$ cat src/led_settings.svh
`ifndef LED_SETTINGS_SVH
`define LED_SETTINGS_SVH

// Panel geometry
`define LED_NUM_DRIVERS 30
`define LED_PER_DRIVER 16
`define LED_FRAME_VOXELS 240
// Drivers below this index use the group-1 offset tables
`define LED_GROUP1_DRIVERS 20

// Poker mode depth and multiplexing
`define LED_POKER_SLOTS 9
`define LED_PAD_SLOTS 4
`define LED_COLUMNS 9

// APB register map
`define LED_APB_AW 8
`define LED_APB_DW 32
`define LED_REG_CTRL 'h0
`define LED_REG_PIX_ADDR 'h4
`define LED_REG_PIX_DATA 'h8
`define LED_REG_STATUS 'hC

`endif

$ cat src/led_pkg.sv
`include "led_settings.svh"

package led_pkg;

    // RGB565 voxel, blue in the top bits
    typedef logic [15:0] voxel_t;
    typedef logic [$clog2(`LED_FRAME_VOXELS)-1:0] voxel_addr_t;
    typedef logic [$clog2(`LED_PER_DRIVER)-1:0] led_idx_t;
    typedef logic [$clog2(`LED_POKER_SLOTS)-1:0] slot_idx_t;
    typedef logic [1:0] color_idx_t;
    typedef logic [$clog2(`LED_COLUMNS)-1:0] column_idx_t;
    typedef logic [`LED_NUM_DRIVERS-1:0] driver_word_t;

    typedef struct packed {
        logic valid;
        logic bank;
        voxel_addr_t addr;
        voxel_t data;
    } fb_write_t;

    typedef struct packed {
        logic valid;
        led_idx_t led;
        slot_idx_t slot;
        color_idx_t color;
    } scan_pos_t;

    typedef enum logic [1:0] {st_idle, st_scanning, st_swap_wait} scan_state_t;

    // Voxel offset of each LED inside a driver's strip, by panel wiring
    localparam voxel_addr_t lut_rg_g0 [`LED_PER_DRIVER] = '{
        30, 35, 45, 40, 50, 55, 65, 60, 70, 75, 5, 0, 10, 15, 25, 20};
    localparam voxel_addr_t lut_b_g0 [`LED_PER_DRIVER] = '{
        40, 45, 70, 75, 60, 65, 10, 15, 0, 5, 30, 35, 20, 25, 50, 55};
    localparam voxel_addr_t lut_rg_g1 [`LED_PER_DRIVER] = '{
        10, 15, 25, 20, 30, 35, 45, 40, 50, 55, 65, 60, 70, 75, 5, 0};
    localparam voxel_addr_t lut_b_g1 [`LED_PER_DRIVER] = '{
        0, 5, 30, 35, 20, 25, 45, 55, 40, 50, 70, 75, 60, 65, 10, 15};

    // Two drivers share each of five strips, ten drivers per 80-voxel band
    function automatic voxel_addr_t driver_base(input int unsigned d);
        return voxel_addr_t'((d / 2) % 5 + 5 * `LED_PER_DRIVER * (d / 10));
    endfunction

    // Lowest voxel bit of a color
    function automatic logic [3:0] color_bit_base(input color_idx_t c);
        case (c)
            2'd0: return 4'd11;
            2'd1: return 4'd6;
            default: return 4'd0;
        endcase
    endfunction

endpackage

$ cat src/driver_word_out.sv
`timescale 1ns/1ps
`include "led_settings.svh"

module driver_word_out (
    input  logic                                   clk_33,
    input  logic                                   nrst,
    input  led_pkg::scan_pos_t                     pos,
    input  led_pkg::column_idx_t                   column,
    input  led_pkg::voxel_t [`LED_NUM_DRIVERS-1:0] rd_voxel,
    output led_pkg::driver_word_t                  data,
    output logic                                   slice_start
);
    import led_pkg::*;

    logic [3:0]   bit_sel;
    logic         slot_sent;
    logic         first_pos;
    driver_word_t word_next;

    // Slots 8 to 4 carry the top five bits of the color
    assign slot_sent = (pos.slot >= slot_idx_t'(`LED_PAD_SLOTS));
    assign bit_sel = 4'(pos.slot - slot_idx_t'(`LED_PAD_SLOTS)) + color_bit_base(pos.color);

    always_comb begin
        for (int d = 0; d < `LED_NUM_DRIVERS; d++) begin
            word_next[d] = pos.valid && slot_sent && rd_voxel[d][bit_sel];
        end
    end

    // Blue of the top LED, MSB slot, first column
    assign first_pos = pos.valid
                    && (pos.color == '0)
                    && (pos.led == led_idx_t'(`LED_PER_DRIVER - 1))
                    && (pos.slot == slot_idx_t'(`LED_POKER_SLOTS - 1))
                    && (column == '0);

    // Cycles without an advance leave a zero word behind
    always_ff @(posedge clk_33 or negedge nrst) begin
        if (!nrst) begin
            data <= '0;
            slice_start <= 1'b0;
        end else begin
            data <= word_next;
            slice_start <= first_pos;
        end
    end

endmodule

$ cat config.mk
export PLATFORM = sky130hd
export DESIGN_NAME = driver_word_out
export DESIGN_NICKNAME = d
export VERILOG_FILES = /design/src/led_pkg.sv /design/src/driver_word_out.sv
export VERILOG_INCLUDE_DIRS = /design/src
export SDC_FILE = /design/constraint.sdc
export NUM_CORES = 1
export LEC_CHECK = 0
export ABC_AREA = 1
export BUFFER_PORTS_ARGS = -buffer_cell sky130_fd_sc_hd__buf_2
export CAP_MARGIN = 15
export CORE_AREA = 3 3 207 209
export DETAILED_ROUTE_END_ITERATION = 16
export DIE_AREA = 0 0 210 212
export GPL_TIMING_DRIVEN = 0
export PLACE_DENSITY = 0.37
export SLEW_MARGIN = 20
export SYNTH_ARGS = -nofsm -noshare
export SYNTH_HDL_FRONTEND = slang
export SYNTH_SLANG_ARGS = --single-unit
$ cat constraint.sdc
create_clock -name clk_33 -period 0.8 [get_ports clk_33]
set_input_delay 0.04 -clock clk_33 [delete_from_list [all_inputs] [get_ports clk_33]]
set_output_delay 0.04 -clock clk_33 [all_outputs]
set_load 0.03 [all_outputs]
-- Yosys cells after proc, flatten, opt, wreduce, memory -nomap -nowiden
Index checks and enable logic that the tools add are counted.
- flip-flop bits (word level): 31
- output and inout port bits: 31
- logic and storage cells: 107
- input port bits: 497
- order comparisons: 2
- equality and inequality tests: 3
- add/subtract/negate cells: 2
- reduce and logical (&&, ||, !) cells: 37
- multiplexer cells: 61
- operators by type and width (operator ; count):
    $bmux 1 s4 ; 30
    $logic_and 1x1->1 ; 35
    $mux 1 ; 30
    $eq 4x4->1 const B ; 2
    $pmux 4 s2 ; 1
    $lt 4x5->1 const B ; 1
    $add 4x4->4 ; 1
    $ge 4x3->1 const B ; 1
    $logic_not 4->1 ; 1
    $sub 4x3->4 const B ; 1
    $eq 2x1->1 const B ; 1
    $logic_not 2->1 ; 1

-- Logic depth before layout (Yosys ltp)
- depth after elaboration: 6
- mapped depth: 14

-- Worst setup path after synthesis
OpenSTA, ideal clock, no wires.
- kind: input port to flip-flop
- from: input port pos[0] in the netlist's numbering
- to: register data[0]
- setup time: 0.117 ns
- cell stages on the path: 12
- path slack: -1.099 ns
- data arrival time: 1.783 ns
- cells stage by stage: nor2_1 > ha_1 > ha_1 > inv_1 > fa_1 > buf_2 > clkinv_1 > clkbuf_1 > nand3_1 > nand2_1 > nor2_1 > nor2_1
- cells in the longest elaborated chain, start to end: 6
- elaborated cells on any way between the ends: 7
- those cells by class: add/sub: 1; eq/ne: 1; mux: 3; reduce/logical: 2
- ends and longest elaborated chain (what ; line ; RTL):
    start, declared ; driver_word_out.sv:7 ; input led_pkg::scan_pos_t pos,
    $eq 2x1->1 or $logic_not 2->1 (tied branches) ; led_pkg.sv:47 ; case (c)
    $pmux 4 s2 (*) ; led_pkg.sv:47 ;
    $add 4x4->4 (*) ; driver_word_out.sv:22 ; assign bit_sel = 4'(pos.slot - slot_idx_t'(`LED_PAD_SLOTS)) + color_bit_base(pos.color);
    $bmux 1 s4 (*) ; driver_word_out.sv:26 ; word_next[d] = pos.valid && slot_sent && rd_voxel[d][bit_sel];
    $mux 1 (implied by the code) (*) ; driver_word_out.sv:26 ;
    $logic_and 1x1->1 (*) ; driver_word_out.sv:26 ;
    via word_next[0] ; driver_word_out.sv:18 ; driver_word_t word_next;
    end signal, assigned ; driver_word_out.sv:43 ; data <= word_next;
    end, declared ; driver_word_out.sv:10 ; output led_pkg::driver_word_t data,
The timed path passes the listed nets; every way through them passes the cells marked *. The select of a mux whose other input is x is not followed.

-- Final worst setup path
- from: input port pos[1] in the netlist's numbering
- to: register data[24]
The elaborated chain is that of the path after synthesis.

==> qor.yml <==
gp_congestion: 0.849
busiest_layer: "met2"
die_x_um: 210
ir_drop_v: 0.000632
cp-end-kind: "flip-flop"
synth_area_leaders: "nand2_1 (36%), nand3_1 (29%), dfrtp_1 (13%)"
p_per_area_nw_per_um2: 1480
ys.flop_type: "dfrtp_1"
p_leak_uw: 0.00572
via_count: 10100
clock-root-buffer: "clkbuf_16"
grt_setup_unrepaired: "yes"
grt_max_degree: 32
die_area_um2: 44500
cp_cell_sequence: "buf_8 -> inv_6 -> ha_4 -> ha_4 -> inv_2 -> fa_2 -> buf_12 -> inv_12 -> clkbuf_16 -> buf_6 -> nand3_2 -> nand2_2 -> nor2_2 -> nor2_1"
drtIter0Drc: 675
worstSetupPathType: "input port to flip-flop"
tightestPinTransition_ns: 1.03
status: "finished, violations left"
fin_crit_sh_pct: 217
wl_per_cell_um: 22.4
io_buffer_count: 527
critPathMostFrequentCell: "ha_4"
finalMaxSlewViolations: 0
clockBufferDepth: 2
syn-instance-count: 1163
clock.fmax_mhz: 575
yosys_warnings: 0
layout-drive-gt1-share_pct: 47.0
yosysSeqAreaShare_pct: 13.3
hold_ws_ns: -0.0780
grt_pass1_vias: 10400
cts_sinks: 31
antenna_found_initial: 4
synth_cell_types: 21
max_slew_margin_pct: 31.1
cp_data_required_time_ns: 0.99
use_met2_pct: 38.1
detailed_place_hpwl_mm: 42.1
wirelength_mm: 50.4
cts-htree-levels: 2
use_met3_pct: 3.93
finalHoldViolCount: 31
synth_common_cells: "nand2_1 (553), nand3_1 (334), nor2_1 (63), a21oi_1 (60), buf_2 (37)"
postSynthAreaPerCell_um2: 5.03
core_um2: 41000
synth_most_common_cell: "nand2_1"
crit_family: "adder cells"
clkSlewWorstSetupHoldPaths_ns: 0.07
critPathMaxStageDelay_ns: 0.54
worst_slack_ns: -0.939
fillCellCount: 4873
synth_area_um2: 5850
drtAntennaViolNets: 0
ys_ff_latch: 31
hp-class: "input port to asynchronous set/reset pin"
vias_per_cell: 4.48
synth_edf_count: 0
grt.total_usage_pct: 21.5
num_rows: 74
area_growth_pct: 86.1
syn_nets: 1665
crit_slowest_cell: "fa_2"
firstDrtPassIters: 5
initial_core_util_pct: 14.3
synth_top_cell_area_share_pct: 35.5
async_flop_share_pct: 100
violations: "negative hold slack, negative setup slack"
fin_nets: 2214
cts_buffers: 5
die_h_um: 212
ioPinCount: 528
numPlacedInstances: 2222
fin_setup_tns_ns: -28.49
utilization_pct: 26.5
arrival_ns: 1.93
crit_buf_inv: 7
post-route-drc-count: 0
stdcell_count: 2247
synth_largest_area_cell: "nand2_1"
globalRouteOverflowTotal: 0
period_needed_ns: 1.74
cts_hold_buf: 4
worst-path-max-fanout: 8
cts_tree: "built"
grt_first_pass_wirelength_mm: 69.4
setup_viol: 61
cp-start-kind: "input port"
maxCapViolCount: 0
grtUsageMet1_pct: 27.2
## state kept, by name, indices dropped and copies added (netlist names)
name and count:
slice_start 1, data 30
## placed cells by master (no fill, tap or decap), types with 5 or more instances in the layout
cell type,count
buf_2,523
nand2_1,508
nand3_1,279
buf_6,62
nand3_2,47
nor2_1,37
nand2_2,36
a21oi_1,36
dfrtp_1,31
buf_4,19
a21oi_2,17
nor2_2,15
clkbuf_16,13
nor2_4,11
buf_8,10
nand2_4,9
nand3_4,8
a21oi_4,7
inv_1,6
clkbuf_2,5
## per-layer routing
metal	vias up	part of all wire (%)
met5	-	0.024
met1	4716	43
met4	2	2.1
met3	41	5.6
met2	407	49
li1	4907	-
## worst max path at each step
stage | startpoint | cells past startpoint | to
final | pos[1] | 14 | data[24]
after global routing | pos[1] | 12 | data[18]
after CTS | pos[1] | 13 | data[14]
after detailed placement | pos[0] | 12 | data[1]
after global placement | pos[1] | 11 | data[18]
after floorplan | pos[0] | 12 | data[11]
## layout make-up
class	count	area (um^2)	area share [%]
inverters	11	61.3	0.563
flip-flops and latches	31	776	7.13
repair buffers	541	3030	27.9
plain buffers	101	957	8.80
multi-input cells	1020	5200	47.8
diodes	2	5.00	0.0460
clock buffers	6	139	1.28
repair inverters	1	11.3	0.103
well taps	532	666	6.12
clock inverters	2	35.0	0.322
## repair_timing
action                     in CTS  in global routing
setup endpoints to repair      61                 62
gates cloned                    5                  2
gates resized for setup       221                 89
buffers inserted                3                  1
hold endpoints to repair       32                 31
pin swaps                      28                 26
## cell families (layout without fill, tap and decap cells)
group | Yosys count | in the layout | synth area share [%]
compound gates | 62 | 62 | 5.35
fa+ha+maj | 5 | 5 | 1.20
other cells | 0 | 2 | 0
buf+inv | 112 | 662 | 11.8
flops | 31 | 31 | 13.3
simple gates | 953 | 953 | 68.4
## stage by stage
stage | power, uW | worst slack [ns] | area (um^2)
after CTS | 15800 | -0.997 | 10500
after detailed placement | 11600 | -1.66 | 9360
final | 16100 | -0.939 | 10900
after floorplan | 7220 | -0.862 | 6050
after global placement | 11600 | -1.66 | 9360
after global routing | 17300 | -1.01 | 10900
## report_power, final
| group | internal (uW) | switching (uW) | leakage (uW) | total [uW] |
|---|---|---|---|---|
| registers | 1800 | 115 | 0.000404 | 1910 |
| clock network | 1550 | 884 | 0.0000869 | 2440 |
| logic | 4610 | 7150 | 0.00523 | 11800 |
| total | 7960 | 8150 | 0.00572 | 16100 |
Power figures use the tool's default switching activity.
