--- config.mk ---
export PLATFORM = sky130hd
export DESIGN_NAME = apb_frame_port
export DESIGN_NICKNAME = d
export VERILOG_FILES = /design/src/led_pkg.sv /design/src/apb_frame_port.sv
export VERILOG_INCLUDE_DIRS = /design/src
export SDC_FILE = /design/constraint.sdc
export NUM_CORES = 1
export LEC_CHECK = 0
export BUFFER_PORTS_ARGS = -buffer_cell sky130_fd_sc_hd__buf_4
export CAP_MARGIN = 20
export CELL_PAD_IN_SITES_DETAIL_PLACEMENT = 0
export CELL_PAD_IN_SITES_GLOBAL_PLACEMENT = 1
export CORE_UTILIZATION = 25
export DETAILED_ROUTE_END_ITERATION = 16
export PLACE_DENSITY_LB_ADDON = 0.25
export SLEW_MARGIN = 25
export SYNTH_ARGS = -nofsm -noshare
export SYNTH_HDL_FRONTEND = slang
export SYNTH_SLANG_ARGS = --single-unit
--- constraint.sdc ---
create_clock -name clk_33 -period 2.6 [get_ports clk_33]
set_clock_uncertainty 0.2 [all_clocks]
set_input_delay 0 -clock clk_33 [delete_from_list [all_inputs] [get_ports clk_33]]
set_output_delay 0 -clock clk_33 [all_outputs]
set_load 0.005 [all_outputs]
--- src/led_settings.svh ---
`ifndef LED_SETTINGS_SVH
`define LED_SETTINGS_SVH

// Panel geometry
`define LED_NUM_DRIVERS 30
`define LED_PER_DRIVER 16
`define LED_FRAME_VOXELS 240
// Drivers below this index use the group-1 offset tables
`define LED_GROUP1_DRIVERS 20

// Poker mode depth and multiplexing
`define LED_POKER_SLOTS 9
`define LED_PAD_SLOTS 4
`define LED_COLUMNS 9

// APB register map
`define LED_APB_AW 8
`define LED_APB_DW 32
`define LED_REG_CTRL 'h0
`define LED_REG_PIX_ADDR 'h4
`define LED_REG_PIX_DATA 'h8
`define LED_REG_STATUS 'hC

`endif

--- src/led_pkg.sv ---
`include "led_settings.svh"

package led_pkg;

    // RGB565 voxel, blue in the top bits
    typedef logic [15:0] voxel_t;
    typedef logic [$clog2(`LED_FRAME_VOXELS)-1:0] voxel_addr_t;
    typedef logic [$clog2(`LED_PER_DRIVER)-1:0] led_idx_t;
    typedef logic [$clog2(`LED_POKER_SLOTS)-1:0] slot_idx_t;
    typedef logic [1:0] color_idx_t;
    typedef logic [$clog2(`LED_COLUMNS)-1:0] column_idx_t;
    typedef logic [`LED_NUM_DRIVERS-1:0] driver_word_t;

    typedef struct packed {
        logic valid;
        logic bank;
        voxel_addr_t addr;
        voxel_t data;
    } fb_write_t;

    typedef struct packed {
        logic valid;
        led_idx_t led;
        slot_idx_t slot;
        color_idx_t color;
    } scan_pos_t;

    typedef enum logic [1:0] {st_idle, st_scanning, st_swap_wait} scan_state_t;

    // Voxel offset of each LED inside a driver's strip, by panel wiring
    localparam voxel_addr_t lut_rg_g0 [`LED_PER_DRIVER] = '{
        30, 35, 45, 40, 50, 55, 65, 60, 70, 75, 5, 0, 10, 15, 25, 20};
    localparam voxel_addr_t lut_b_g0 [`LED_PER_DRIVER] = '{
        40, 45, 70, 75, 60, 65, 10, 15, 0, 5, 30, 35, 20, 25, 50, 55};
    localparam voxel_addr_t lut_rg_g1 [`LED_PER_DRIVER] = '{
        10, 15, 25, 20, 30, 35, 45, 40, 50, 55, 65, 60, 70, 75, 5, 0};
    localparam voxel_addr_t lut_b_g1 [`LED_PER_DRIVER] = '{
        0, 5, 30, 35, 20, 25, 45, 55, 40, 50, 70, 75, 60, 65, 10, 15};

    // Two drivers share each of five strips, ten drivers per 80-voxel band
    function automatic voxel_addr_t driver_base(input int unsigned d);
        return voxel_addr_t'((d / 2) % 5 + 5 * `LED_PER_DRIVER * (d / 10));
    endfunction

    // Lowest voxel bit of a color
    function automatic logic [3:0] color_bit_base(input color_idx_t c);
        case (c)
            2'd0: return 4'd11;
            2'd1: return 4'd6;
            default: return 4'd0;
        endcase
    endfunction

endpackage

--- src/apb_frame_port.sv ---
`timescale 1ns/1ps
`include "led_settings.svh"

module apb_frame_port (
    input  logic                   clk_33,
    input  logic                   nrst,
    input  logic [`LED_APB_AW-1:0] paddr,
    input  logic                   psel,
    input  logic                   penable,
    input  logic                   pwrite,
    input  logic [`LED_APB_DW-1:0] pwdata,
    output logic [`LED_APB_DW-1:0] prdata,
    output logic                   pready,
    output led_pkg::fb_write_t     fb_wr,
    output logic                   scan_enable,
    output logic                   swap_request,
    input  logic                   swap_done,
    input  logic                   front_bank,
    input  logic [15:0]            slice_count
);
    import led_pkg::*;

    logic        wr_access;
    logic        wr_ctrl;
    logic        wr_pix_addr;
    logic        wr_pix_data;
    logic [1:0]  ctrl;
    voxel_addr_t pix_addr;
    voxel_addr_t pix_addr_next;

    // No wait states
    assign pready = 1'b1;

    assign wr_access = psel && penable && pwrite;
    assign wr_ctrl = wr_access && (paddr == `LED_REG_CTRL);
    assign wr_pix_addr = wr_access && (paddr == `LED_REG_PIX_ADDR);
    assign wr_pix_data = wr_access && (paddr == `LED_REG_PIX_DATA);

    assign pix_addr_next = (pix_addr == voxel_addr_t'(`LED_FRAME_VOXELS - 1)) ? '0
                                                                             : pix_addr + 1'b1;

    always_ff @(posedge clk_33 or negedge nrst) begin
        if (!nrst) begin
            ctrl <= '0;
            pix_addr <= '0;
        end else begin
            // A host write wins over the swap acknowledge
            if (wr_ctrl) begin
                ctrl <= pwdata[1:0];
            end else if (swap_done) begin
                ctrl[1] <= 1'b0;
            end

            if (wr_pix_addr) begin
                pix_addr <= (pwdata < `LED_FRAME_VOXELS) ? voxel_addr_t'(pwdata) : '0;
            end else if (wr_pix_data) begin
                pix_addr <= pix_addr_next;
            end
        end
    end

    assign scan_enable = ctrl[0];
    assign swap_request = ctrl[1];

    // Pixels always land in the bank that is not on display
    assign fb_wr = '{valid: wr_pix_data, bank: !front_bank, addr: pix_addr,
                     data: voxel_t'(pwdata)};

    always_comb begin
        prdata = '0;
        case (paddr)
            `LED_REG_CTRL: prdata[1:0] = ctrl;
            `LED_REG_PIX_ADDR: prdata[$bits(voxel_addr_t)-1:0] = pix_addr;
            `LED_REG_STATUS: begin
                prdata[0] = front_bank;
                prdata[`LED_APB_DW-1 -: 16] = slice_count;
            end
            default: prdata = '0;
        endcase
    end

    // Access phase must follow a setup phase of the same transfer
    a_apb_setup: assert property (@(posedge clk_33) disable iff (!nrst)
        $rose(penable) |-> psel && $past(psel));

endmodule

After elaboration in Yosys (flattened, before gate mapping)
Index checks and enable logic that the tools add are counted.
Widths: inputs -> output; s select.
- $add $sub $neg: 1
- multipliers: 0
- div/mod/pow operators: 0
- $lt $le $gt $ge: 1
- eq/ne operators: 4
- shifts and indexed selects: 0
- multiplexer cells: 10
- bitwise operators: 0
- reductions and logical operators: 9
- operator list (cell ; count):
    $lt 32x8->1 const B ; 1
    $mux 8 ; 4
    $eq 8x4->1 const B ; 2
    $mux 16 ; 1
    $add 8x1->8 const B ; 1
    $eq 8x3->1 const B ; 1
    $eq 8x8->1 const B ; 1
    $logic_not 8->1 ; 1
    $mux 6 ; 1
    $logic_and 1x1->1 ; 5
    $reduce_bool 2->1 ; 2
    $pmux 1 s3 ; 1
    $mux 1 ; 2
    $pmux 1 s2 ; 1
    $logic_not 1->1 ; 1
- flip-flop bits (word level): 10
- latch bits: 0
- RAM bits: 0
- memory bits (read-only): 0
- input bits: 63
- output and inout bits: 61
- memories: 0

Longest topological paths before layout
- depth after elaboration: 5
- depth in mapped cells: 6
- mapped depth without buffers: 5

Worst setup path after synthesis
OpenSTA, ideal clock, no wires.
- path type: reg2reg
- from: reg pix_addr[0]
- to: reg pix_addr[6]
- setup time: 0.138 ns
- arrival: 1.310 ns
- required time: 2.262 ns
- slack: 0.952 ns
- stages on the path, launching flop included: 6
- buffers on the path: 0
- cell sequence: dfrtp_1 ha_1 and4b_1 nand4_1 a31oi_1 o221ai_1
- word-level cells in the longest chain between the ends: 4
- RTL lines (element ; line ; text):
    start: declaration ; apb_frame_port.sv:28 ; voxel_addr_t pix_addr;
    start signal: assignment ; apb_frame_port.sv:55 ; pix_addr <= (pwdata < `LED_FRAME_VOXELS) ? voxel_addr_t'(pwdata) : '0;
    start signal: assignment ; apb_frame_port.sv:57 ; pix_addr <= pix_addr_next;
    $add 8x1->8 or $eq 8x8->1 (tied branches) ; apb_frame_port.sv:40, apb_frame_port.sv:39 ;
    $mux 8 * ; apb_frame_port.sv:39 ; assign pix_addr_next = (pix_addr == voxel_addr_t'(`LED_FRAME_VOXELS - 1)) ? '0
    $mux 8 * ; apb_frame_port.sv:56 ; end else if (wr_pix_data) begin
    $mux 8 * ; apb_frame_port.sv:54 ; if (wr_pix_addr) begin
Every way passes the cells marked *; elsewhere a longest branch is shown, timed or not. The select of a mux whose other input is x is not followed.
A chain may end at the register's enable or synchronous reset.

Worst setup path after layout
- from: in pwdata[13]
- to: reg pix_addr[2]
- word-level cells in the longest chain between the ends: 3
- RTL lines (element ; line ; text):
    start: declaration ; apb_frame_port.sv:11 ; input logic [`LED_APB_DW-1:0] pwdata,
    $lt 32x8->1 (no source line) ; - ;
    $mux 8 ; apb_frame_port.sv:55 ;
    $mux 8 ; apb_frame_port.sv:54 ;
No other way between the ends.

==> impl_metrics.ini <==
[routing]
drt_pre_antenna_iters = 4
post_drt_via_cell_ratio = 4.76
drt_iter0_markers = 25
wire_per_inst_um = 13.5
vias = 1627
totalWireLength_um = 4630
ant_nets = 0
drcViolationCount = 0

[final_layout]
num-fill-cells = 494
fraction_of_layout_cells_with_a_size_suffix_above_1 = 0.462
final_nets = 341
flow.area_growth_from_synthesis_pct = 76.9
register_area_um2 = 250
diodes = 0
final_common_cell = sky130_fd_sc_hd__buf_4
multiInputGateArea_um2 = 798
layout_common_cells = 114 x sky130_fd_sc_hd__buf_4, 20 x sky130_fd_sc_hd__dlygate4sd3_1, 19 x sky130_fd_sc_hd__and2_1, 12 x sky130_fd_sc_hd__nand4_1, 10 x sky130_fd_sc_hd__dfrtp_1

[synthesis]
yosysTopAreaCell = sky130_fd_sc_hd__dfrtp_1
async_flop_share = 1.00
number_of_warnings_printed_during_yosys_synthesis = 0
yosys-top-cells-area = sky130_fd_sc_hd__dfrtp_1 20%, sky130_fd_sc_hd__buf_4 16%, sky130_fd_sc_hd__and2_1 9.3%, sky130_fd_sc_hd__nand4_1 5.9%, sky130_fd_sc_hd__nor4_1 4.4%
postSynth.topFlopCell = sky130_fd_sc_hd__dfrtp_1
post_synth_edffs = 0
sequential_cell_area_fraction_in_the_yosys_report = 0.196
synth_cell_types = 44
synth.cell_area_um2 = 1270
post-synth-top-area-fraction = 0.196
cells_after_synthesis = 164
syn_avg_cell_area_um2 = 7.77
synth_seq_cells = 10

[clocking]
clock_path_buffers = 2
cts.sink_count = 10
tritoncts_clock_tree = done
cts_max_level = 1
tritoncts.num_buffers = 3
ctsRootBufferMaster = sky130_fd_sc_hd__clkbuf_8
worst_skew_pair.late_latency_ps = 230
path_clk_slew_ps = 50

[pwr]
pwr-share-comb = 0.352
total_power_draw_mw = 0.490
seqPwrFrac = 0.325
p_per_area_nw_per_um2 = 217
power.clock.fraction = 0.323
vdd_drop_max_mv = 0.126
intPower_mw = 0.367
power.switching_mw = 0.123
leakage_nw = 1.09
switching_share = 0.251

[grt]
grt_antenna_before_repair = 0
grt_pass1_wl_um = 7040
pin_count_of_the_biggest_net_entering_global_routing = 18
globalRouteOverflowTotal = 0
grt_util_all_layers = 0.165
grt_pass1_vias = 1592

[timing]
final-max-slew-violation-count = 0
max_freq_mhz = 441
timing.final.setup_violations = 0
hold_viol_final = 0
grt_setup_unrepaired = no
min_period_ps = 2270
timing.setup.tns_ps = 0
period_share = 0.873

[floorplan]
number_of_rows_in_the_core_area = 25
core_region_area_um2 = 4820
die_height_um = 73.4
die_area_um2 = 5390
chipWidth_um = 73.4
io-pin-count = 124
start_util = 0.265

[setup_path]
worstSetupStartpointType = input port
cpLargestDelayFamily = buffers and inverters
crit_type = input port to flop
crit_buf_inv = 3
crit_chain = dlygate4sd3_1 -> buf_4 -> nor4_1 -> and4_1 -> nand3_1 -> o221ai_1 -> dlygate4sd3_1
worstPathArrival_ps = 2240
worst_path_max_delay_cell = sky130_fd_sc_hd__dlygate4sd3_1
required_worst_endpoint_ps = 2570
path_common_cell = sky130_fd_sc_hd__dlygate4sd3_1
delay_contributed_by_the_slowest_stage_of_the_critical_path_ps = 570
crit_fanout = 7
timing.critical_path.to_type = flop

[placement]
place_congestion = 0.842
numPortBuffers = 114
place.detailed.hpwl_um = 3590

[status]
outcome = finished, final reports clean

[run]
timing.max_cap.violations = 0

[hold_path]
hold_path.class = input port to flop
-- synth_stat cells (2+ instances only) --
master                      n
sky130_fd_sc_hd__buf_4     27
sky130_fd_sc_hd__and2_1    19
sky130_fd_sc_hd__nand4_1   12
sky130_fd_sc_hd__dfrtp_1   10
sky130_fd_sc_hd__nor4_1     9
sky130_fd_sc_hd__inv_1      7
sky130_fd_sc_hd__nand3_1    7
sky130_fd_sc_hd__nand2_1    6
sky130_fd_sc_hd__nor2_1     5
sky130_fd_sc_hd__nor3_1     5
sky130_fd_sc_hd__clkbuf_1   4
sky130_fd_sc_hd__o211ai_1   4
sky130_fd_sc_hd__o21ai_0    4
sky130_fd_sc_hd__a31oi_1    3
sky130_fd_sc_hd__and4_1     3
sky130_fd_sc_hd__nor2b_1    3
sky130_fd_sc_hd__o221ai_1   3
sky130_fd_sc_hd__a32oi_1    2
sky130_fd_sc_hd__and3_1     2
sky130_fd_sc_hd__conb_1     2
sky130_fd_sc_hd__mux2_2     2
sky130_fd_sc_hd__mux2i_1    2
sky130_fd_sc_hd__nand2b_1   2
-- per-stage QoR --
step                      instances  hold slack, ps  area [µm²]   util  setup slack, ps
final                           342            42.1        2260  0.468              330
after global routing            342            77.1        2260  0.468              195
after CTS                       342            40.6        2260  0.468              354
after detailed placement        319            -358        2010  0.418              701
after global placement          319            -363        2010  0.418              821
after floorplan                 171            -496        1300      -              952
-- state kept, by name, indices dropped and copies added (netlist names) --
register / cells
ctrl: 2
pix_addr: 8
-- tightest hold or removal path, stage by stage --
cell and delay (ps):
sky130_fd_sc_hd__buf_4 80, sky130_fd_sc_hd__or4_4 140, sky130_fd_sc_hd__nor4b_2 70, sky130_fd_sc_hd__nand2_1 60, sky130_fd_sc_hd__o211ai_1 70
-- timing repair --
action / CTS / global route
buffers inserted: 0 / 0
resized for setup: 0 / 0
hold buffers: 20 / 0
hold endpoints to repair: 35 / 0
-- power by group through the flow --
| stage | Combinational, mW | Sequential [mW] | Clock (mW) |
|---|---|---|---|
| final | 0.172 | 0.159 | 0.158 |
| after global routing | 0.187 | 0.159 | 0.171 |
| after CTS | 0.172 | 0.159 | 0.164 |
| after detailed placement | 0.150 | 0.162 | 0 |
| after global placement | 0.150 | 0.161 | 0 |
| after floorplan | 0.0678 | 0.161 | 0 |
-- final timing paths --
| check | from | to | slack, ps | cells after the start |
|---|---|---|---|---|
| worst max register to register | pix_addr[1] | pix_addr[2] | 580 | 5 |
| worst min-delay path | paddr[0] | pix_addr[4] | 40 | 5 |
| min in group asynchronous | nrst | pix_addr[5] | 590 | 3 |
| worst max-delay path | pwdata[13] | pix_addr[2] | 330 | 7 |
| max in group asynchronous | nrst | pix_addr[1] | 1290 | 3 |
| worst min register to register | ctrl[0] | ctrl[0] | 340 | 1 |
-- layout make-up --
cell class / instances / share of cell area
multi-input combinational: 121 / 0.354
sequential: 10 / 0.111
timing repair buffer: 134 / 0.468
inverter: 7 / 0.0116
tap: 67 / 0.0372
clock buffer: 3 / 0.0183
-- cell families (layout without fill, tap and decap cells) --
kind of cell / count (synthesis) / in the layout / share of synthesized area
other cells: 2 / 9 / 0.00589
mux: 4 / 4 / 0.0334
fa+ha+maj: 1 / 1 / 0.00981
flops: 10 / 10 / 0.196
xor+xnor: 1 / 1 / 0.00687
buf+inv: 40 / 144 / 0.198
compound gates: 23 / 23 / 0.132
simple gates: 83 / 83 / 0.418
-- per-layer routing --
metal / vias to the layer above / global-route usage / routed length (µm) / share of wire
met5: - / 0 / 0 / 0
met4: 0 / 0.00641 / 8 / 0.0017
li1: 794 / - / - / -
met3: 2 / 0.0425 / 374 / 0.081
met1: 740 / 0.184 / 1880 / 0.41
met2: 91 / 0.326 / 2370 / 0.51
Power figures use the tool's default switching activity.
