File: src/led_settings.svh
`ifndef LED_SETTINGS_SVH
`define LED_SETTINGS_SVH

// Panel geometry
`define LED_NUM_DRIVERS 30
`define LED_PER_DRIVER 16
`define LED_FRAME_VOXELS 240
// Drivers below this index use the group-1 offset tables
`define LED_GROUP1_DRIVERS 20

// Poker mode depth and multiplexing
`define LED_POKER_SLOTS 9
`define LED_PAD_SLOTS 4
`define LED_COLUMNS 9

// APB register map
`define LED_APB_AW 8
`define LED_APB_DW 32
`define LED_REG_CTRL 'h0
`define LED_REG_PIX_ADDR 'h4
`define LED_REG_PIX_DATA 'h8
`define LED_REG_STATUS 'hC

`endif

File: src/led_pkg.sv
`include "led_settings.svh"

package led_pkg;

    // RGB565 voxel, blue in the top bits
    typedef logic [15:0] voxel_t;
    typedef logic [$clog2(`LED_FRAME_VOXELS)-1:0] voxel_addr_t;
    typedef logic [$clog2(`LED_PER_DRIVER)-1:0] led_idx_t;
    typedef logic [$clog2(`LED_POKER_SLOTS)-1:0] slot_idx_t;
    typedef logic [1:0] color_idx_t;
    typedef logic [$clog2(`LED_COLUMNS)-1:0] column_idx_t;
    typedef logic [`LED_NUM_DRIVERS-1:0] driver_word_t;

    typedef struct packed {
        logic valid;
        logic bank;
        voxel_addr_t addr;
        voxel_t data;
    } fb_write_t;

    typedef struct packed {
        logic valid;
        led_idx_t led;
        slot_idx_t slot;
        color_idx_t color;
    } scan_pos_t;

    typedef enum logic [1:0] {st_idle, st_scanning, st_swap_wait} scan_state_t;

    // Voxel offset of each LED inside a driver's strip, by panel wiring
    localparam voxel_addr_t lut_rg_g0 [`LED_PER_DRIVER] = '{
        30, 35, 45, 40, 50, 55, 65, 60, 70, 75, 5, 0, 10, 15, 25, 20};
    localparam voxel_addr_t lut_b_g0 [`LED_PER_DRIVER] = '{
        40, 45, 70, 75, 60, 65, 10, 15, 0, 5, 30, 35, 20, 25, 50, 55};
    localparam voxel_addr_t lut_rg_g1 [`LED_PER_DRIVER] = '{
        10, 15, 25, 20, 30, 35, 45, 40, 50, 55, 65, 60, 70, 75, 5, 0};
    localparam voxel_addr_t lut_b_g1 [`LED_PER_DRIVER] = '{
        0, 5, 30, 35, 20, 25, 45, 55, 40, 50, 70, 75, 60, 65, 10, 15};

    // Two drivers share each of five strips, ten drivers per 80-voxel band
    function automatic voxel_addr_t driver_base(input int unsigned d);
        return voxel_addr_t'((d / 2) % 5 + 5 * `LED_PER_DRIVER * (d / 10));
    endfunction

    // Lowest voxel bit of a color
    function automatic logic [3:0] color_bit_base(input color_idx_t c);
        case (c)
            2'd0: return 4'd11;
            2'd1: return 4'd6;
            default: return 4'd0;
        endcase
    endfunction

endpackage

File: src/bitplane_scanner.sv
`timescale 1ns/1ps
`include "led_settings.svh"

module bitplane_scanner (
    input  logic                                        clk_33,
    input  logic                                        nrst,
    input  logic                                        driver_ready,
    input  logic                                        scan_enable,
    input  logic                                        swap_request,
    output led_pkg::scan_pos_t                          pos,
    output led_pkg::voxel_addr_t [`LED_NUM_DRIVERS-1:0] rd_addr,
    output logic                                        front_bank,
    output logic                                        swap_done,
    output led_pkg::column_idx_t                        column,
    output logic [15:0]                                 slice_count
);
    import led_pkg::*;

    scan_state_t state;
    color_idx_t  color;
    led_idx_t    led;
    slot_idx_t   slot;
    logic        adv;
    logic        last_color;
    logic        last_led;
    logic        last_slot;
    logic        last_column;
    logic        slice_wrap;

    assign adv = driver_ready && scan_enable;
    assign last_color = (color == 2'd2);
    assign last_led = (led == '0);
    assign last_slot = (slot == '0);
    assign last_column = (column == column_idx_t'(`LED_COLUMNS - 1));
    assign slice_wrap = adv && last_color && last_led && last_slot && last_column;

    // Swap only once the request has been seen before the boundary
    assign swap_done = slice_wrap && swap_request && (state == st_swap_wait);

    // Color fastest, then LED downward, then bit slot MSB first, then column
    always_ff @(posedge clk_33 or negedge nrst) begin
        if (!nrst) begin
            color <= '0;
            led <= led_idx_t'(`LED_PER_DRIVER - 1);
            slot <= slot_idx_t'(`LED_POKER_SLOTS - 1);
            column <= '0;
        end else if (adv) begin
            if (!last_color) begin
                color <= color + 1'b1;
            end else begin
                color <= '0;
                if (!last_led) begin
                    led <= led - 1'b1;
                end else begin
                    led <= led_idx_t'(`LED_PER_DRIVER - 1);
                    if (!last_slot) begin
                        slot <= slot - 1'b1;
                    end else begin
                        slot <= slot_idx_t'(`LED_POKER_SLOTS - 1);
                        column <= last_column ? '0 : column + 1'b1;
                    end
                end
            end
        end
    end

    always_ff @(posedge clk_33 or negedge nrst) begin
        if (!nrst) begin
            state <= st_idle;
            front_bank <= 1'b0;
            slice_count <= '0;
        end else begin
            if (slice_wrap) begin
                slice_count <= slice_count + 1'b1;
            end
            if (swap_done) begin
                front_bank <= !front_bank;
            end
            case (state)
                st_idle: begin
                    if (scan_enable) begin
                        state <= swap_request ? st_swap_wait : st_scanning;
                    end
                end
                st_scanning: begin
                    if (!scan_enable) begin
                        state <= st_idle;
                    end else if (swap_request) begin
                        state <= st_swap_wait;
                    end
                end
                st_swap_wait: begin
                    // A cleared request cancels the pending swap
                    if (!scan_enable) begin
                        state <= st_idle;
                    end else if (swap_done || !swap_request) begin
                        state <= st_scanning;
                    end
                end
                default: state <= st_idle;
            endcase
        end
    end

    assign pos = '{valid: adv, led: led, slot: slot, color: color};

    // Blue has its own wiring table, red and green share one
    always_comb begin
        voxel_addr_t offset;
        for (int d = 0; d < `LED_NUM_DRIVERS; d++) begin
            if (d < `LED_GROUP1_DRIVERS) begin
                offset = (color == 2'd0) ? lut_b_g1[led] : lut_rg_g1[led];
            end else begin
                offset = (color == 2'd0) ? lut_b_g0[led] : lut_rg_g0[led];
            end
            rd_addr[d] = driver_base(d) + offset;
        end
    end

    a_slot_range: assert property (@(posedge clk_33) disable iff (!nrst)
        slot <= slot_idx_t'(`LED_POKER_SLOTS - 1));

endmodule

File: config.mk
export PLATFORM = sky130hd
export DESIGN_NAME = bitplane_scanner
export DESIGN_NICKNAME = d
export VERILOG_FILES = /design/src/led_pkg.sv /design/src/bitplane_scanner.sv
export VERILOG_INCLUDE_DIRS = /design/src
export SDC_FILE = /design/constraint.sdc
export NUM_CORES = 1
export LEC_CHECK = 0
export ABC_AREA = 1
export BUFFER_PORTS_ARGS = -buffer_cell sky130_fd_sc_hd__buf_2
export CAP_MARGIN = 20
export CORE_AREA = 2 2 108 110
export CTS_BUF_LIST = sky130_fd_sc_hd__clkbuf_16
export DETAILED_ROUTE_END_ITERATION = 6
export DIE_AREA = 0 0 110 112
export PLACE_DENSITY = 0.79
export SLEW_MARGIN = 20
export SYNTH_ARGS = -nofsm -noshare
export SYNTH_HDL_FRONTEND = slang
export SYNTH_SLANG_ARGS = --single-unit
File: constraint.sdc
create_clock -name clk_33 -period 6.5 [get_ports clk_33]
set_clock_uncertainty 0.05 [all_clocks]
set_input_delay 0.65 -clock clk_33 [delete_from_list [all_inputs] [get_ports clk_33]]
set_output_delay 0.65 -clock clk_33 [all_outputs]
set_load 0.005 [all_outputs]
* Word level (Yosys, flattened, before mapping)
Memories as Yosys holds them, arrays and structs flattened.
Index checks and enable logic that the tools add are counted.
** Word-level totals
- Register bits after elaboration :: 33
- Memory bits (read-only) :: 512
- Output and inout port bits :: 273
- Word-level logic and storage cells :: 78
- Memories kept :: 4
** Cells by class
- Add/sub/neg operators :: 19
- Magnitude comparators :: 1
- Eq/ne operators :: 7
- Mux-type cells :: 21
- Bitwise operators :: 1
- Reduce and logical (&&, ||, !) cells :: 18
** Memory list
- (name not given) :: words 16, bits a word 8, rd ports 1, clocked after memory_dff 0, write ports 0, RTL line bitplane_scanner.sv:114 : offset = (color == 2'd0) ? lut_b_g0[led] : lut_rg_g0[led];
- (name not given) :: words 16, bits a word 8, rd ports 1, clocked after memory_dff 0, write ports 0, RTL line bitplane_scanner.sv:112 : offset = (color == 2'd0) ? lut_b_g1[led] : lut_rg_g1[led];
- (name not given) :: words 16, bits a word 8, rd ports 1, clocked after memory_dff 0, write ports 0, RTL line bitplane_scanner.sv:114
- (name not given) :: words 16, bits a word 8, rd ports 1, clocked after memory_dff 0, write ports 0, RTL line bitplane_scanner.sv:112
** Operators by type and width (number)
- $mux W8 :: 10
- $add A7 B8 Y8 const A :: 5
- $add A8 B8 Y8 const A :: 5
- $add A16 B1 Y16 const B :: 1
- $add A2 B8 Y8 const A :: 2
- $mux W2 :: 7
- $mux W4 :: 3
- $add A1 B8 Y8 const A :: 1
- $add A3 B8 Y8 const A :: 1
- $logic_not A4 Y1 :: 2
- $sub A4 B1 Y4 const B :: 2
- $logic_and A1 B1 Y1 :: 7
- $pmux W2 S3 :: 1
- $reduce_and A3 Y1 :: 2
- $ge A5 B5 Y1 const B :: 1
- $not A4 Y5 :: 1
- $add A4 B1 Y4 const B :: 1
- $eq A2 B2 Y1 const B :: 2
- $eq A4 B4 Y1 const B :: 1
- $logic_not A2 Y1 :: 2
- $reduce_and A4 Y1 :: 1
- $ne A3 B2 Y1 const B :: 1
- $ne A3 B3 Y1 const B :: 1
- $add A2 B1 Y2 const B :: 1
- 5 further kinds :: 6

* Depth between registers and ports, before layout
Gate-level depths: netlist of run 1.
- Word-level depth :: 11
- Gate-level depth with buffers :: 16
- Gate-level depth less buffers :: 15

* Least setup slack after synthesis of run 1
No wires, ideal clock.
- Path kind :: flip-flop to output port
- Start :: reg led[0]
- End :: out rd_addr[131] (netlist name)
- Arrival time :: 2.613 ns
- Required time :: 5.800 ns
- Setup slack :: 3.187 ns
- Cell stages (with the launch flop) :: 13
- Path buffers :: 1
- Cells stage by stage :: dfstp_2 -> inv_1 -> ha_1 -> o21ai_0 -> nor2_1 -> nor2_1 -> nand2_1 -> inv_1 -> ha_1 -> inv_1 -> nand2_1 -> xor2_1 -> buf_4
** RTL lines
- from (decl) :: RTL line bitplane_scanner.sv:21 : led_idx_t led;
- from (signal assigned) :: RTL line bitplane_scanner.sv:44 : led <= led_idx_t'(`LED_PER_DRIVER - 1);
- from (signal assigned) :: RTL line bitplane_scanner.sv:53 : led <= led - 1'b1;
- from (signal assigned) :: RTL line bitplane_scanner.sv:55 : led <= led_idx_t'(`LED_PER_DRIVER - 1);
- to (decl) :: RTL line bitplane_scanner.sv:11 : output led_pkg::voxel_addr_t [`LED_NUM_DRIVERS-1:0] rd_addr,

==> results of run 1 <==
-- routing by layer --
metal  part of all wire (%)  up-vias
li1                       -     2181
met1                     44     1960
met2                     49      170
met3                    5.1       12
met4                    1.3        0
met5                      0        -
-- cells in the mapped netlist (all sizes together) (5+ instances only) --
cell / instances / area (sq um)
dfrtp: 28 / 701
inv: 78 / 298
ha: 28 / 350
o21ai: 35 / 190
nand2: 159 / 649
xor2: 32 / 288
nor2: 53 / 322
xnor2: 13 / 121
a21oi: 10 / 61.3
dfstp: 5 / 131
nand3: 40 / 225
nand4: 13 / 81.3
buf: 162 / 1230
nor3: 5 / 30.0
-- metrics by stage --
| stage | hold slack (ns) | util, % | cells | setup slack (ns) | area (sq um) |
|---|---|---|---|---|---|
| floorplan | 0.304 | - | 674 | 3.19 | 4770 |
| global placement | 0.430 | 45.6 | 930 | 2.82 | 5100 |
| detailed placement | 0.435 | 45.6 | 930 | 2.65 | 5100 |
| CTS | 0.410 | 46.8 | 938 | 2.34 | 5240 |
| global route | 0.448 | 46.8 | 938 | 2.09 | 5240 |
| finish | 0.380 | 46.8 | 938 | 2.48 | 5240 |
-- cell families after synthesis --
logic type               after synthesis  synth area share [%]
AO/OA/AOI/OAI                         53                  6.59
XOR/XNOR                              45                  8.58
adder cells (fa/ha/maj)               28                  7.35
buffers and inverters                240                  32.0
flip-flops                            33                  17.4
multiplexers                           1                 0.236
other                                  1                0.0786
AND/OR/NAND/NOR                      272                  27.7
-- cell usage in the layout, fill, tap and decap left out, types with 4 or more instances in the layout --
| cell | n |
|---|---|
| nand3_1 | 35 |
| nand3_2 | 5 |
| nor2_2 | 6 |
| ha_1 | 28 |
| nand2_2 | 6 |
| inv_1 | 69 |
| dfstp_2 | 5 |
| nor2_4 | 10 |
| nor2_1 | 35 |
| buf_2 | 275 |
| o21ai_1 | 5 |
| a21oi_1 | 9 |
| inv_2 | 9 |
| o21ai_0 | 28 |
| nand2_1 | 148 |
| nand4_1 | 13 |
| xnor2_1 | 12 |
| dfrtp_1 | 28 |
| nand2_4 | 5 |
| nor3_1 | 4 |
| clkbuf_16 | 5 |
| xor2_1 | 31 |
-- layout make-up --
type | instances | area (sq um) | area share (%)
clock inverters | 3 | 11.3 | 0.215
well taps | 143 | 179 | 3.42
multi-input cells | 401 | 2410 | 46.1
repair buffers | 275 | 1380 | 26.3
clock buffers | 5 | 125 | 2.39
flip-flops and latches | 33 | 832 | 15.9
inverters | 78 | 298 | 5.69
-- state kept, by name, indices dropped and copies added (netlist names) --
register / count
slice_count: 16
column: 4
led: 4
slot: 4
color: 2
state: 2
front_bank: 1
-- worst register-to-register path, delay by kind of cell, from the launching register on --
| family | cells | cell delay, ns |
|---|---|---|
| and+or+nand+nor | 7 | 1.40 |
| DFF | 1 | 0.41 |
| adders and majority gates | 1 | 0.28 |
| buffers and inverters | 1 | 0.26 |
-- final timing paths --
kind                              start             end  slack [ns]  cells past startpoint
worst max-delay path             led[0]     rd_addr[59]        2.48                     12
worst min-delay path               nrst         slot[2]        0.38                      1
worst max register to register   led[0]  slice_count[5]        4.02                      9
worst min register to register  slot[3]         slot[3]        0.44                      2
max in group asynchronous          nrst       column[3]        5.55                      1
min in group clk_33             slot[3]         slot[3]        0.44                      2
==> results.json, run 1 <==
{
  "status": "completed",
  "hold_path_class": "in2async",
  "cp_slowest_cell": "dfstp_2",
  "cts_hold_buffers": 0,
  "start_util_pct": 42.7,
  "slowest_delay_ns": 0.60,
  "synth_edf_count": 0,
  "met1_usage_pct": 24.4,
  "worstPathCellList": "inv_1, ha_1, o21ai_0, nor2_1, nor2_1, nand2_1, inv_1, ha_1, inv_1, nand2_1, xor2_1, buf_2",
  "ys.flop_type": "dfrtp_1",
  "worst_setup_path_end_kind": "output pin",
  "cts_resized": 0,
  "crit_type": "reg2out",
  "synthCells": 673,
  "cts_buffers": 5,
  "relSlewSlack_pct": 41.2,
  "core-area_sq_um": 11200,
  "tritoncts": "built",
  "grt_max_degree": 34,
  "clock_path_buffers": 2,
  "hold_violations": 0,
  "clock_latency_ns": 0.27,
  "die_x_um": 110,
  "post_cts_buffers": 0,
  "fmax_mhz": 249,
  "max_cap_violations": 0,
  "worst_slew_pin_slew_ns": 0.881,
  "gp_congestion": 0.870,
  "ys_async_sr_fraction_pct": 100,
  "synth.avg_cell_area_sq_um": 7.09,
  "via_per_inst": 4.61,
  "die-area_sq_um": 12300,
  "setup_viol": 0,
  "slew_violations": 0,
  "ys_seq_area_share_pct": 17.4,
  "ioPinCount": 278,
  "grt_pass1_vias": 3626,
  "firstDrtPassIters": 4,
  "die_h_um": 112,
  "clock-sinks": 33,
  "htreeDepth": 2,
  "crit_top_cell": "inv_1",
  "grt_pass1_wl_um": 18200,
  "drc": 0,
  "drive_gt1_share_pct": 42.5,
  "dpl.hpwl_um": 9530,
  "worstPathRequired_ns": 5.80,
  "root_buffer": "clkbuf_16",
  "drt_iter0_drc": 309,
  "nFillCells": 1142,
  "synth_cell_type_count": 41,
  "worstPathMaxFanout": 11,
  "setup-tns-final_ns": 0,
  "grt_setup_unrepaired": "false",
  "cp-start-kind": "flop",
  "syn_area_sq_um": 4770,
  "cts.clk_slew.worst_paths_ns": 0.05,
  "wl_um": 11700,
  "ys_warn_count": 0,
  "grt.overflow.total": 0,
  "timing.final.crit_period_ns": 4.02,
  "diodes": 0,
  "drtAntennaViolNets": 0,
  "wire_per_inst_um": 12.5,
  "area_growth_pct": 9.79,
  "met3_usage_pct": 1.70,
  "critical_path.top_delay_family": "buffers and inverters",
  "busiest_layer": "met2",
  "row_count": 39,
  "use_met2_pct": 31.0,
  "critPathArrivalTime_ns": 3.32,
  "crit_buf_inv": 4,
  "antenna_found_initial": 0,
  "ys_ff_latch": 33,
  "vias": 4323,
  "io_buffers": 275,
  "fin_crit_sh_pct": 61.8,
  "track_usage_pct": 18.1,
  "final_nets": 827
}
Power of run 1 is not shown: default switching activity piles up to over one toggle a cycle in this logic, so the estimate is an artifact.
==> inputs of run 2 (changes only) <==
Clock period 6.5 ns to 4 ns, I/O delays scaled along.
==> results.json, run 2 (synthesis gave the netlist of run 1 again) <==
{
  "setup-tns-final_ns": 0,
  "crit_type": "reg2out",
  "hold_path_class": "in2async",
  "relSlewSlack_pct": 52.7,
  "clock-sinks": 33,
  "worst_slew_pin_slew_ns": 0.708,
  "clock_path_buffers": 2,
  "fmax_mhz": 265,
  "drtAntennaViolNets": 0,
  "core-area_sq_um": 11200,
  "worstPathMaxFanout": 10,
  "ioPinCount": 278,
  "critPathArrivalTime_ns": 3.32,
  "post_cts_buffers": 0,
  "gp_congestion": 0.930,
  "wire_per_inst_um": 12.9,
  "worstPathRequired_ns": 3.55,
  "io_buffers": 275,
  "fin_crit_sh_pct": 94.2,
  "timing.final.crit_period_ns": 3.77,
  "htreeDepth": 2,
  "setup_viol": 0,
  "reg2regPathDepth": 9,
  "drc": 0,
  "layout_common_cells": "275 x buf_2, 148 x nand2_1, 66 x inv_1",
  "start_util_pct": 42.7,
  "largest_reg_flops": 16,
  "diodes": 0,
  "clock_latency_ns": 0.27,
  "dpl.hpwl_um": 9780,
  "antenna_found_initial": 0,
  "area_growth_pct": 10.6,
  "track_usage_pct": 18.3,
  "grt_pass1_wl_um": 18300,
  "hold_violations": 0,
  "final_nets": 832,
  "top_register": "slice_count",
  "cp-start-kind": "flop",
  "die_x_um": 110,
  "row_count": 39,
  "drive_gt1_share_pct": 43.1,
  "tritoncts": "built",
  "max_cap_violations": 0,
  "firstDrtPassIters": 5,
  "die_h_um": 112,
  "via_per_inst": 4.68,
  "vias": 4413,
  "grt.overflow.total": 0,
  "cts.clk_slew.worst_paths_ns": 0.05,
  "grt_pass1_vias": 3679,
  "cts_hold_buffers": 0,
  "die-area_sq_um": 12300,
  "worst_setup_path_end_kind": "output pin",
  "grt_max_degree": 34,
  "cts_buffers": 5,
  "wl_um": 12200,
  "status": "completed",
  "grt_setup_unrepaired": "false",
  "final_common_cell": "buf_2",
  "drt_iter0_drc": 306,
  "root_buffer": "clkbuf_16",
  "slew_violations": 0,
  "cts_resized": 0
}
run 2: changes by cell type in the layout (fill, tap and decap cells not counted), sizes merged:
cell | previous run | this run
buf | 275 | 280
clkinv | 1 | 3
inv | 80 | 78
run 2: critical path, stage by stage (launching register included):
cell     delay (ns)
dfstp_2        0.60
inv_1          0.20
ha_1           0.41
inv_1          0.09
nand2_1        0.07
nand3_1        0.11
nand2_1        0.18
inv_2          0.21
ha_1           0.32
inv_1          0.10
nor2_1         0.33
nand4_1        0.15
nand2_1        0.09
inv_1          0.06
buf_2          0.13
run 2: final cells by class:
class	count	area, sq um
Inverter	78	298
Clock buffer	5	125
Multi-Input combinational cell	401	2410
Sequential cell	33	832
Tap cell	143	179
Clock inverter	3	12.5
Timing Repair Buffer	280	1410
Fill cell	1101	5900
run 2: metal layers:
layer / wire (um) / global-route usage [%] / vias up
met5: 0 / 0 / -
met4: 171 / 4.30 / 0
met3: 809 / 2.34 / 14
met2: 6020 / 31.3 / 188
met1: 5200 / 24.2 / 2025
li1: - / - / 2186
run 2: per-stage QoR:
stage	cell area, sq um	util (%)	worst slack (ns)	hold slack [ns]	std cells
finish	5270	47.2	0.232	0.124	943
global route	5270	47.2	0.0138	0.203	943
CTS	5270	47.2	0.202	0.157	943
detailed placement	5140	46.0	0.513	0.432	935
global placement	5140	46.0	0.590	0.429	935
floorplan	4770	-	0.937	0.0544	674
run 2: path summary, 6_finish.rpt:
| check | from | end | slack (ns) |
|---|---|---|---|
| min in group clk_33 | swap_request | state[0] | 0.38 |
| worst min-delay path | nrst | slot[2] | 0.12 |
| max in group asynchronous | nrst | slice_count[10] | 3.32 |
| worst max-delay path | led[0] | rd_addr[191] | 0.23 |
| worst max register to register | led[0] | slice_count[5] | 1.42 |
| worst min register to register | slot[3] | slot[3] | 0.44 |
Power of run 2 is left out for the same reason.
